[src/hw/dcachePkg.sv]
// shared data cache definitions: word width, cpu opcode enum, controller state enum
`default_nettype none

package dcachePkg;

  ////////////////////////////////////////
  // data path
  ////////////////////////////////////////

  // cpu data word, byte addressed
  localparam int wordWidth = 32;

  ////////////////////////////////////////
  // cpu request opcodes
  ////////////////////////////////////////

  // level encoded, held by the cpu while stall is high
  typedef enum logic [1:0] {
    opNone  = 2'b00,
    opRead  = 2'b01,
    opWrite = 2'b10
  } memOp_t;

  ////////////////////////////////////////
  // controller states
  ////////////////////////////////////////

  typedef enum logic [2:0] {
    // idle, hits complete here
    stReady,
    // dirty victim going out to the bus
    stEvict,
    // new line coming in from the bus
    stFetch,
    // tag and valid update after the line landed
    stFill,
    // miss completes, pending write goes in
    stMissDone,
    // walk the sets looking for dirty lines
    stFlushScan,
    stFlushWriteBack,
    stFlushClearDirty
  } cacheState_t;

endpackage

`default_nettype wire
[src/hw/dcacheTop.sv]
// data cache top level: controller, tag and line stores, set select and perf counters
`timescale 1ns/100ps
`default_nettype none

module dcacheTop #(
  parameter  int addrWidth    = 16,
  parameter  int numSets      = 8,
  parameter  int wordsPerLine = 4,
  parameter  int counterWidth = 16,
  localparam int indexWidth   = $clog2(numSets),
  localparam int offsetWidth  = $clog2(wordsPerLine) + $clog2(dcachePkg::wordWidth / 8),
  localparam int lineAdrWidth = addrWidth - offsetWidth,
  localparam int lineWidth    = dcachePkg::wordWidth * wordsPerLine
) (
  input  logic                            clk,
  input  logic                            reset,
  // cpu side
  input  dcachePkg::memOp_t               op,
  input  logic [addrWidth-1:0]            adr,
  input  logic [dcachePkg::wordWidth-1:0] writeData,
  input  logic                            flush,
  output logic [dcachePkg::wordWidth-1:0] readData,
  output logic                            stall,
  // bus side, whole lines
  input  logic                            busAck,
  input  logic [lineWidth-1:0]            busReadData,
  output logic                            busFetch,
  output logic                            busWrite,
  output logic [lineAdrWidth-1:0]         busAdr,
  output logic [lineWidth-1:0]            busWriteData,
  // perf counters
  output logic [counterWidth-1:0]         accessCount,
  output logic [counterWidth-1:0]         missCount
);

  logic                  hit;
  logic                  victimDirty;
  logic                  flushDone;
  logic                  selFlush;
  logic                  selVictimAdr;
  logic                  fillLine;
  logic                  wordWrite;
  logic                  setValidClean;
  logic                  setDirty;
  logic                  clearDirty;
  logic                  flushCntEn;
  logic                  flushCntRst;
  logic                  countAccess;
  logic                  countMiss;
  logic [indexWidth-1:0] setIndex;

  ////////////////////////////////////////
  // controller
  ////////////////////////////////////////

  dcacheFsm u_fsm (
    .clk, .reset, .op, .flush, .hit, .victimDirty, .flushDone, .busAck,
    .stall, .selFlush, .selVictimAdr, .fillLine, .wordWrite,
    .setValidClean, .setDirty, .clearDirty, .flushCntEn, .flushCntRst,
    .busFetch, .busWrite, .countAccess, .countMiss
  );

  ////////////////////////////////////////
  // storage and indexing
  ////////////////////////////////////////

  // both stores see the same set, cpu index or flush counter
  dcacheSetSelect #(.addrWidth(addrWidth), .numSets(numSets), .wordsPerLine(wordsPerLine))
    u_setSelect (
      .clk, .reset, .adr, .selFlush, .flushCntEn, .flushCntRst, .setIndex, .flushDone
    );

  dcacheTagArray #(.addrWidth(addrWidth), .numSets(numSets), .wordsPerLine(wordsPerLine))
    u_tagArray (
      .clk, .reset, .adr, .setIndex, .setValidClean, .setDirty, .clearDirty,
      .selVictimAdr, .hit, .victimDirty, .busAdr
    );

  dcacheDataArray #(.addrWidth(addrWidth), .numSets(numSets), .wordsPerLine(wordsPerLine))
    u_dataArray (
      .clk, .adr, .setIndex, .writeData, .busReadData, .fillLine, .wordWrite,
      .readData, .busWriteData
    );

  // access and miss counts beside the controller
  dcachePerfCounters #(.counterWidth(counterWidth)) u_perfCounters (
    .clk, .reset, .countAccess, .countMiss, .accessCount, .missCount
  );

endmodule

`default_nettype wire

[src/hw/dcachePerfCounters.sv]
// data cache performance counters: saturating access and miss counts
`timescale 1ns/100ps
`default_nettype none

module dcachePerfCounters #(
  parameter int counterWidth = 16
) (
  input  logic                    clk,
  input  logic                    reset,
  input  logic                    countAccess,
  input  logic                    countMiss,
  output logic [counterWidth-1:0] accessCount,
  output logic [counterWidth-1:0] missCount
);

  // one step up, sticks at all ones
  function automatic logic [counterWidth-1:0] stepSat(input logic [counterWidth-1:0] count);
    stepSat = (&count) ? count : count + 1'b1;
  endfunction

  always_ff @(posedge clk) begin
    if (reset) begin
      accessCount <= '0;
      missCount   <= '0;
    end else begin
      if (countAccess) begin
        accessCount <= stepSat(accessCount);
      end
      // a miss strobe comes with its access strobe
      if (countMiss) begin
        missCount <= stepSat(missCount);
      end
    end
  end

endmodule

`default_nettype wire

[src/hw/dcacheSetSelect.sv]
// data cache set select: flush set counter with done flag, set index mux
`timescale 1ns/100ps
`default_nettype none

module dcacheSetSelect #(
  parameter  int addrWidth    = 16,
  parameter  int numSets      = 8,
  parameter  int wordsPerLine = 4,
  localparam int indexWidth   = $clog2(numSets),
  localparam int offsetWidth  = $clog2(wordsPerLine) + $clog2(dcachePkg::wordWidth / 8)
) (
  input  logic                  clk,
  input  logic                  reset,
  input  logic [addrWidth-1:0]  adr,
  input  logic                  selFlush,
  input  logic                  flushCntEn,
  input  logic                  flushCntRst,
  output logic [indexWidth-1:0] setIndex,
  output logic                  flushDone
);

  logic [indexWidth-1:0] flushCnt;

  // walks sets 0 to numSets-1 during a flush
  always_ff @(posedge clk) begin
    if (reset || flushCntRst) begin
      flushCnt <= '0;
    end else if (flushCntEn) begin
      flushCnt <= flushCnt + 1'b1;
    end
  end

  assign flushDone = (flushCnt == indexWidth'(numSets - 1));
  assign setIndex  = selFlush ? flushCnt : adr[offsetWidth +: indexWidth];

endmodule

`default_nettype wire

[src/hw/dcacheDataArray.sv]
// data cache line store: line per set with word write, line fill and word read
`timescale 1ns/100ps
`default_nettype none

module dcacheDataArray #(
  parameter  int addrWidth      = 16,
  parameter  int numSets        = 8,
  parameter  int wordsPerLine   = 4,
  localparam int indexWidth     = $clog2(numSets),
  localparam int wordSelWidth   = $clog2(wordsPerLine),
  localparam int byteOfsWidth   = $clog2(dcachePkg::wordWidth / 8),
  localparam int lineWidth      = dcachePkg::wordWidth * wordsPerLine
) (
  input  logic                           clk,
  input  logic [addrWidth-1:0]           adr,
  input  logic [indexWidth-1:0]          setIndex,
  input  logic [dcachePkg::wordWidth-1:0] writeData,
  input  logic [lineWidth-1:0]           busReadData,
  input  logic                           fillLine,
  input  logic                           wordWrite,
  output logic [dcachePkg::wordWidth-1:0] readData,
  output logic [lineWidth-1:0]           busWriteData
);

  logic [lineWidth-1:0]    lines [numSets];
  logic [wordSelWidth-1:0] wordSel;
  logic [lineWidth-1:0]    selLine;

  // word within the line, byte offset dropped
  assign wordSel = adr[byteOfsWidth +: wordSelWidth];
  assign selLine = lines[setIndex];

  // combinational read, valid in the request cycle
  assign readData     = selLine[wordSel*dcachePkg::wordWidth +: dcachePkg::wordWidth];
  assign busWriteData = selLine;

  // fill and word write never coincide, fill takes the whole line
  always_ff @(posedge clk) begin
    if (fillLine) begin
      lines[setIndex] <= busReadData;
    end else if (wordWrite) begin
      lines[setIndex][wordSel*dcachePkg::wordWidth +: dcachePkg::wordWidth] <= writeData;
    end
  end

endmodule

`default_nettype wire

[src/hw/dcacheTagArray.sv]
// data cache tag store: tag, valid and dirty per set, hit and victim dirty, bus line address
`timescale 1ns/100ps
`default_nettype none

module dcacheTagArray #(
  parameter  int addrWidth    = 16,
  parameter  int numSets      = 8,
  parameter  int wordsPerLine = 4,
  localparam int indexWidth   = $clog2(numSets),
  localparam int offsetWidth  = $clog2(wordsPerLine) + $clog2(dcachePkg::wordWidth / 8),
  localparam int tagWidth     = addrWidth - indexWidth - offsetWidth,
  localparam int lineAdrWidth = addrWidth - offsetWidth
) (
  input  logic                    clk,
  input  logic                    reset,
  input  logic [addrWidth-1:0]    adr,
  input  logic [indexWidth-1:0]   setIndex,
  input  logic                    setValidClean,
  input  logic                    setDirty,
  input  logic                    clearDirty,
  input  logic                    selVictimAdr,
  output logic                    hit,
  output logic                    victimDirty,
  output logic [lineAdrWidth-1:0] busAdr
);

  logic [tagWidth-1:0]   tags [numSets];
  logic [numSets-1:0]    valid;
  logic [numSets-1:0]    dirty;
  logic [tagWidth-1:0]   adrTag;
  logic [tagWidth-1:0]   storedTag;

  assign adrTag    = adr[addrWidth-1 -: tagWidth];
  assign storedTag = tags[setIndex];

  // lookup on whatever set is selected, cpu index or flush counter
  assign hit         = valid[setIndex] & (storedTag == adrTag);
  assign victimDirty = valid[setIndex] & dirty[setIndex];

  // victim line for write backs, requested line for fetches
  assign busAdr = selVictimAdr ? {storedTag, setIndex} : adr[addrWidth-1:offsetWidth];

  // tag written on fill only
  always_ff @(posedge clk) begin
    if (setValidClean) begin
      tags[setIndex] <= adrTag;
    end
  end

  always_ff @(posedge clk) begin
    if (reset) begin
      valid <= '0;
      dirty <= '0;
    end else begin
      if (setValidClean) begin
        valid[setIndex] <= 1'b1;
        dirty[setIndex] <= 1'b0;
      end
      if (setDirty) begin
        dirty[setIndex] <= 1'b1;
      end
      if (clearDirty) begin
        dirty[setIndex] <= 1'b0;
      end
    end
  end

  // controller never sets and clears a dirty bit in one cycle
  assert property (@(posedge clk) disable iff (reset) !(setDirty && clearDirty));

endmodule

`default_nettype wire

[src/hw/dcacheFsm.sv]
// data cache controller FSM: hit, miss, eviction and flush sequencing with bus strobes
`timescale 1ns/100ps
`default_nettype none

module dcacheFsm (
  input  logic              clk,
  input  logic              reset,
  // cpu request
  input  dcachePkg::memOp_t op,
  input  logic              flush,
  // from the tag array and set select
  input  logic              hit,
  input  logic              victimDirty,
  input  logic              flushDone,
  // bus answer
  input  logic              busAck,
  output logic              stall,
  // array and counter control
  output logic              selFlush,
  output logic              selVictimAdr,
  output logic              fillLine,
  output logic              wordWrite,
  output logic              setValidClean,
  output logic              setDirty,
  output logic              clearDirty,
  output logic              flushCntEn,
  output logic              flushCntRst,
  // bus strobes
  output logic              busFetch,
  output logic              busWrite,
  // perf counter strobes
  output logic              countAccess,
  output logic              countMiss
);

  dcachePkg::cacheState_t state;
  dcachePkg::cacheState_t nextState;
  logic                   cpuReq;
  // a strobe went out in this wait state and its ack is still due
  logic                   strobeSent;

  assign cpuReq = (op != dcachePkg::opNone);

  // flush wins over op, so a flush cycle is not a counted access
  assign countAccess = (state == dcachePkg::stReady) & cpuReq & ~flush;
  assign countMiss   = countAccess & ~hit;

  ////////////////////////////////////////
  // state and strobe bookkeeping
  ////////////////////////////////////////

  always_ff @(posedge clk) begin
    if (reset) begin
      state <= dcachePkg::stReady;
    end else begin
      state <= nextState;
    end
  end

  // strobes fire in the first cycle of a wait state only
  always_ff @(posedge clk) begin
    if (reset) begin
      strobeSent <= 1'b0;
    end else if (busAck) begin
      strobeSent <= 1'b0;
    end else if (busFetch | busWrite) begin
      strobeSent <= 1'b1;
    end
  end

  ////////////////////////////////////////
  // next state and outputs
  ////////////////////////////////////////

  always_comb begin
    nextState     = state;
    stall         = 1'b0;
    selFlush      = 1'b0;
    selVictimAdr  = 1'b0;
    fillLine      = 1'b0;
    wordWrite     = 1'b0;
    setValidClean = 1'b0;
    setDirty      = 1'b0;
    clearDirty    = 1'b0;
    flushCntEn    = 1'b0;
    flushCntRst   = 1'b0;
    busFetch      = 1'b0;
    busWrite      = 1'b0;

    case (state)
      dcachePkg::stReady: begin
        if (flush) begin
          // counter back to set 0, scan starts next cycle
          stall       = 1'b1;
          flushCntRst = 1'b1;
          nextState   = dcachePkg::stFlushScan;
        end else if (cpuReq & ~hit) begin
          // one way only, so the victim must leave before the fetch
          stall     = 1'b1;
          nextState = victimDirty ? dcachePkg::stEvict : dcachePkg::stFetch;
        end else if (op == dcachePkg::opWrite) begin
          // write hit lands at this edge
          wordWrite = 1'b1;
          setDirty  = 1'b1;
        end
      end

      dcachePkg::stEvict: begin
        // busAdr shows the stored tag until the ack
        stall        = 1'b1;
        selVictimAdr = 1'b1;
        busWrite     = ~strobeSent;
        if (busAck) begin
          nextState = dcachePkg::stFetch;
        end
      end

      dcachePkg::stFetch: begin
        stall    = 1'b1;
        busFetch = ~strobeSent;
        // bus data is only there in the ack cycle
        if (busAck) begin
          fillLine  = 1'b1;
          nextState = dcachePkg::stFill;
        end
      end

      dcachePkg::stFill: begin
        // new tag, valid and clean, hit shows up next cycle
        stall         = 1'b1;
        setValidClean = 1'b1;
        nextState     = dcachePkg::stMissDone;
      end

      dcachePkg::stMissDone: begin
        // stall low, read data valid or write stored at this edge
        if (op == dcachePkg::opWrite) begin
          wordWrite = 1'b1;
          setDirty  = 1'b1;
        end
        nextState = dcachePkg::stReady;
      end

      dcachePkg::stFlushScan: begin
        stall        = 1'b1;
        selFlush     = 1'b1;
        selVictimAdr = 1'b1;
        if (victimDirty) begin
          nextState = dcachePkg::stFlushWriteBack;
        end else if (flushDone) begin
          stall     = 1'b0;
          nextState = dcachePkg::stReady;
        end else begin
          flushCntEn = 1'b1;
        end
      end

      dcachePkg::stFlushWriteBack: begin
        stall        = 1'b1;
        selFlush     = 1'b1;
        selVictimAdr = 1'b1;
        busWrite     = ~strobeSent;
        if (busAck) begin
          nextState = dcachePkg::stFlushClearDirty;
        end
      end

      dcachePkg::stFlushClearDirty: begin
        stall      = 1'b1;
        selFlush   = 1'b1;
        clearDirty = 1'b1;
        if (flushDone) begin
          stall     = 1'b0;
          nextState = dcachePkg::stReady;
        end else begin
          flushCntEn = 1'b1;
          nextState  = dcachePkg::stFlushScan;
        end
      end

      default: begin
        nextState = dcachePkg::stReady;
      end
    endcase
  end

  ////////////////////////////////////////
  // checks
  ////////////////////////////////////////

  // one transfer on the bus at a time
  assert property (@(posedge clk) disable iff (reset) !(busFetch && busWrite));

  // an ack always answers a strobe from the current wait state
  assert property (@(posedge clk) disable iff (reset)
    busAck |-> strobeSent && (state inside {dcachePkg::stEvict, dcachePkg::stFetch,
                                            dcachePkg::stFlushWriteBack}));

  // the cpu is released only on a hit, in stReady or once the fill is in
  assert property (@(posedge clk) disable iff (reset)
    (!stall && cpuReq && !flush) |-> hit);

endmodule

`default_nettype wire

[config.mk]
export PLATFORM = sky130hd
export DESIGN_NAME = dcacheTop
export DESIGN_NICKNAME = d
export VERILOG_FILES = /design/src/hw/dcachePkg.sv /design/src/hw/dcacheTop.sv /design/src/hw/dcachePerfCounters.sv /design/src/hw/dcacheSetSelect.sv /design/src/hw/dcacheDataArray.sv /design/src/hw/dcacheTagArray.sv /design/src/hw/dcacheFsm.sv
export SDC_FILE = /design/constraint.sdc
export NUM_CORES = 1
export LEC_CHECK = 0
export ABC_CLOCK_PERIOD_IN_PS = 10500
export BUFFER_PORTS_ARGS = -buffer_cell sky130_fd_sc_hd__buf_2
export CAP_MARGIN = 20
export CORE_MARGIN = 10
export CORE_UTILIZATION = 30
export DETAILED_ROUTE_END_ITERATION = 12
export GPL_TIMING_DRIVEN = 0
export PLACE_DENSITY = 0.49
export SLEW_MARGIN = 20
export SYNTH_ARGS = -nofsm -noshare
export SYNTH_HDL_FRONTEND = slang
export SYNTH_HIERARCHICAL = 1
export SYNTH_SLANG_ARGS = --single-unit
[constraint.sdc]
create_clock -name clk -period 10.5 [get_ports clk]
set_clock_uncertainty 0.15 [all_clocks]
set_input_delay 2.625 -clock clk [delete_from_list [all_inputs] [get_ports clk]]
set_output_delay 2.625 -clock clk [all_outputs]
set_load 0.02 [all_outputs]
==> results.json <==
{
  "outcome": "complete, no violations",
  "final_core_util_pct": 36.92,
  "final-seq-area_sq_mm": 0.03401,
  "clock-sinks": 1151,
  "cts_buffers": 134,
  "worst_pin_slew_ns": 1.276,
  "wl_met1_mm": 81.20,
  "detail-route-antenna-nets": 0,
  "num_vias": 34100,
  "cts_resized": 0,
  "grtUsageTotal_pct": 25.02,
  "pwr-share-clk_pct": 34.6,
  "synth_most_common_cell": "edfxtp_1",
  "seq_area_frac_synth_pct": 72.04,
  "clkSlewWorstSetupHoldPaths_ns": 0.05,
  "drt_iter0_drc": 5773,
  "ios": 389,
  "async_reset_ff_share_pct": 0,
  "seq_power_share_pct": 40.1,
  "rsz0062_at_grt": "false",
  "root_buffer": "clkbuf_16",
  "crit_required_ns": 7.73,
  "power_switching_mw": 4.470,
  "fill_cells": 14940,
  "hp-class": "flop to flop",
  "die_w_um": 416.7,
  "dr_wl_met2_mm": 102.0,
  "grt_pass1_vias": 32080,
  "hold_violations": 0,
  "report.power.total_mw": 13.05,
  "cts_hold_buf": 0,
  "overflow": 0,
  "setup_viol": 0,
  "multi_input_area_sq_mm": 0.01231,
  "p_leak_nw": 19.69,
  "final_nets": 3749,
  "post-route-period-util_pct": 93.71,
  "synth_top_area_share_pct": 69.71,
  "synth_top_area_cell": "edfxtp_1",
  "synth_edf_count": 1096,
  "cpMostUsedCell": "buf_2",
  "grt_max_degree": 19,
  "fp.dieH_um": 416.7,
  "comb_power_share_pct": 25.3,
  "grt_pass1_wl_mm": 294.6,
  "swShare_pct": 34.26,
  "wl_met3_mm": 23.16,
  "maxSlewViolCount": 0,
  "syn-num-nets": 3104,
  "maxSlewHeadroom_pct": 14.95,
  "synth_area_leaders": "edfxtp_1 70%, mux2i_1 3.5%, a22o_1 2.7%, mux4_2 2.7%, dfxtp_1 2.3%",
  "avgSynthCellArea_sq_um": 16.21,
  "io_buffer_count": 386,
  "path_cells": "buf_2, mux2_2, buf_4, buf_4, buf_6, buf_2, a221oi_1, o221ai_1, o22ai_1, nor3b_1, buf_2",
  "cts_tree": "built",
  "drc": 0,
  "period_needed_ns": 9.839,
  "drive_above_1_share_pct": 28.17,
  "area_delta_synth_final_pct": 22.30,
  "cts_buffer_depth": 3,
  "yosysWarnings": 6,
  "cp_slowest_cell": "o221ai_1",
  "synth_common_cells": "1,096 x edfxtp_1, 164 x mux2i_1, 144 x a22o_1",
  "critical_path_class": "primary input to primary output",
  "dpl_cell_area_sq_mm": 0.05345,
  "hpwl_mm": 163.4,
  "vias_per_cell": 5.939,
  "gp_congestion": 0.9355,
  "end_kind": "primary output",
  "routed_wl_mm": 225.5,
  "drv_cap": 0,
  "synth_cell_types": 94,
  "synth_ff_type": "edfxtp_1",
  "top_layer_used": "met5",
  "cp_slowest_stage_delay_ns": 0.92,
  "antenna_found_initial": 43,
  "dieArea_sq_mm": 0.1736,
  "fmax_mhz": 101.6,
  "core_sq_mm": 0.1564,
  "wl_per_cell_um": 39.28,
  "arrival_ns": 7.06,
  "cts-htree-levels": 4,
  "ys_seq_elements": 1151,
  "start_util_pct": 30.19,
  "ir_worst_vdd_mv": 0.1643,
  "powerDensity_mw_per_mm2": 226.0,
  "cp-start-kind": "primary input",
  "drt_first_pass_iters": 8,
  "p_int_mw": 8.577,
  "syn_area_sq_mm": 0.04721,
  "clock_latency_ns": 0.77,
  "syn_inst": 2913,
  "fin_area_sq_mm": 0.05774,
  "num_rows": 145,
  "cts_setup_buffers": 0,
  "crit_path_max_fanout": 10
}
-- per-stage QoR --
| stage | cells | setup WS [ns] | TNS [ns] | hold slack, ns |
|---|---|---|---|---|
| after global placement | 5357 | -3.678 | -2130.49 | 0.2997 |
| after CTS | 5724 | 0.8148 | 0 | 0.3216 |
| after global routing | 5727 | 0.6962 | 0 | 0.3500 |
| final | 5741 | 0.6607 | 0 | 0.3154 |
| after detailed placement | 5479 | 0.6339 | 0 | 0.3090 |
| after floorplan | 2913 | 2.568 | 0 | 0.2848 |
-- power groups by stage --
stage | clock network, mW | registers, mW | logic (mW)
4_1_cts | 4.56 | 5.23 | 3.22
6_report | 4.51 | 5.23 | 3.31
3_3_place_gp | 0 | 5.34 | 3.12
2_1_floorplan | 0 | 5.32 | 1.53
3_5_place_dp | 0 | 5.32 | 3.21
5_1_grt | 4.76 | 5.24 | 3.32
-- area by class of cell --
type	count	share of cell area, %
Antenna cell	16	0.06934
Clock buffer	170	6.078
Buffer	210	1.952
Timing Repair Buffer	509	5.853
Multi-Input combinational cell	1533	21.31
Tap cell	2058	4.459
Sequential cell	1151	58.90
Clock inverter	75	1.244
Inverter	19	0.1257
-- final timing paths --
check	depth (start not counted)	start	to	slack (ns)
worst max register to register	20	u_fsm/state[2]	u_dataArray/lines[6][103]	2.15
worst max-delay path	11	adr[4]	readData[14]	0.66
worst min register to register	2	u_tagArray/valid[6]	u_tagArray/valid[6]	0.32
worst min-delay path	2	u_tagArray/valid[6]	u_tagArray/valid[6]	0.32
-- critical path: cells and delay by family --
family,cells,cell delay (ns)
mux,1,0.24
compound gates,3,1.54
simple gates,1,0.76
buf+inv,6,1.85
-- kinds of logic after synthesis --
group           share of synthesized area [%]
flops                                   72.04
compound gates                          12.31
simple gates                            5.525
mux                                     7.229
buf+inv                                 2.491
xor+xnor                               0.1670
fa+ha+maj                              0.2385
-- registers in the layout, summed over array words and instances (netlist names) --
signal                      cells
u_tagArray/valid                8
u_perfCounters/missCount       16
u_setSelect/flushCnt            3
u_perfCounters/accessCount     16
u_fsm/strobeSent                1
u_fsm/state                     3
u_dataArray/lines            1024
u_tagArray/dirty                8
u_tagArray/tags                72
-- routing by layer --
| metal | up-vias | global-route usage [%] |
|---|---|---|
| li1 | 13330 | - |
| met1 | 17610 | 30.18 |
| met2 | 2482 | 38.86 |
| met3 | 659 | 6.360 |
| met4 | 14 | 18.00 |
| met5 | - | 0 |
-- placed cells by master, fill, tap and decap left out, types with 39 or more instances in the layout --
master / n
edfxtp_1: 1096
buf_2: 469
mux2i_1: 164
a22o_1: 144
clkbuf_16: 135
nand2_1: 130
nor2_1: 113
a221oi_1: 113
clkbuf_1: 93
buf_4: 87
a21oi_1: 62
o21ai_0: 57
mux4_2: 56
dfxtp_1: 55
a22oi_1: 51
buf_6: 46
o22a_1: 43
o22ai_1: 41
mux2_2: 39
(Power assumes the default switching activity.)
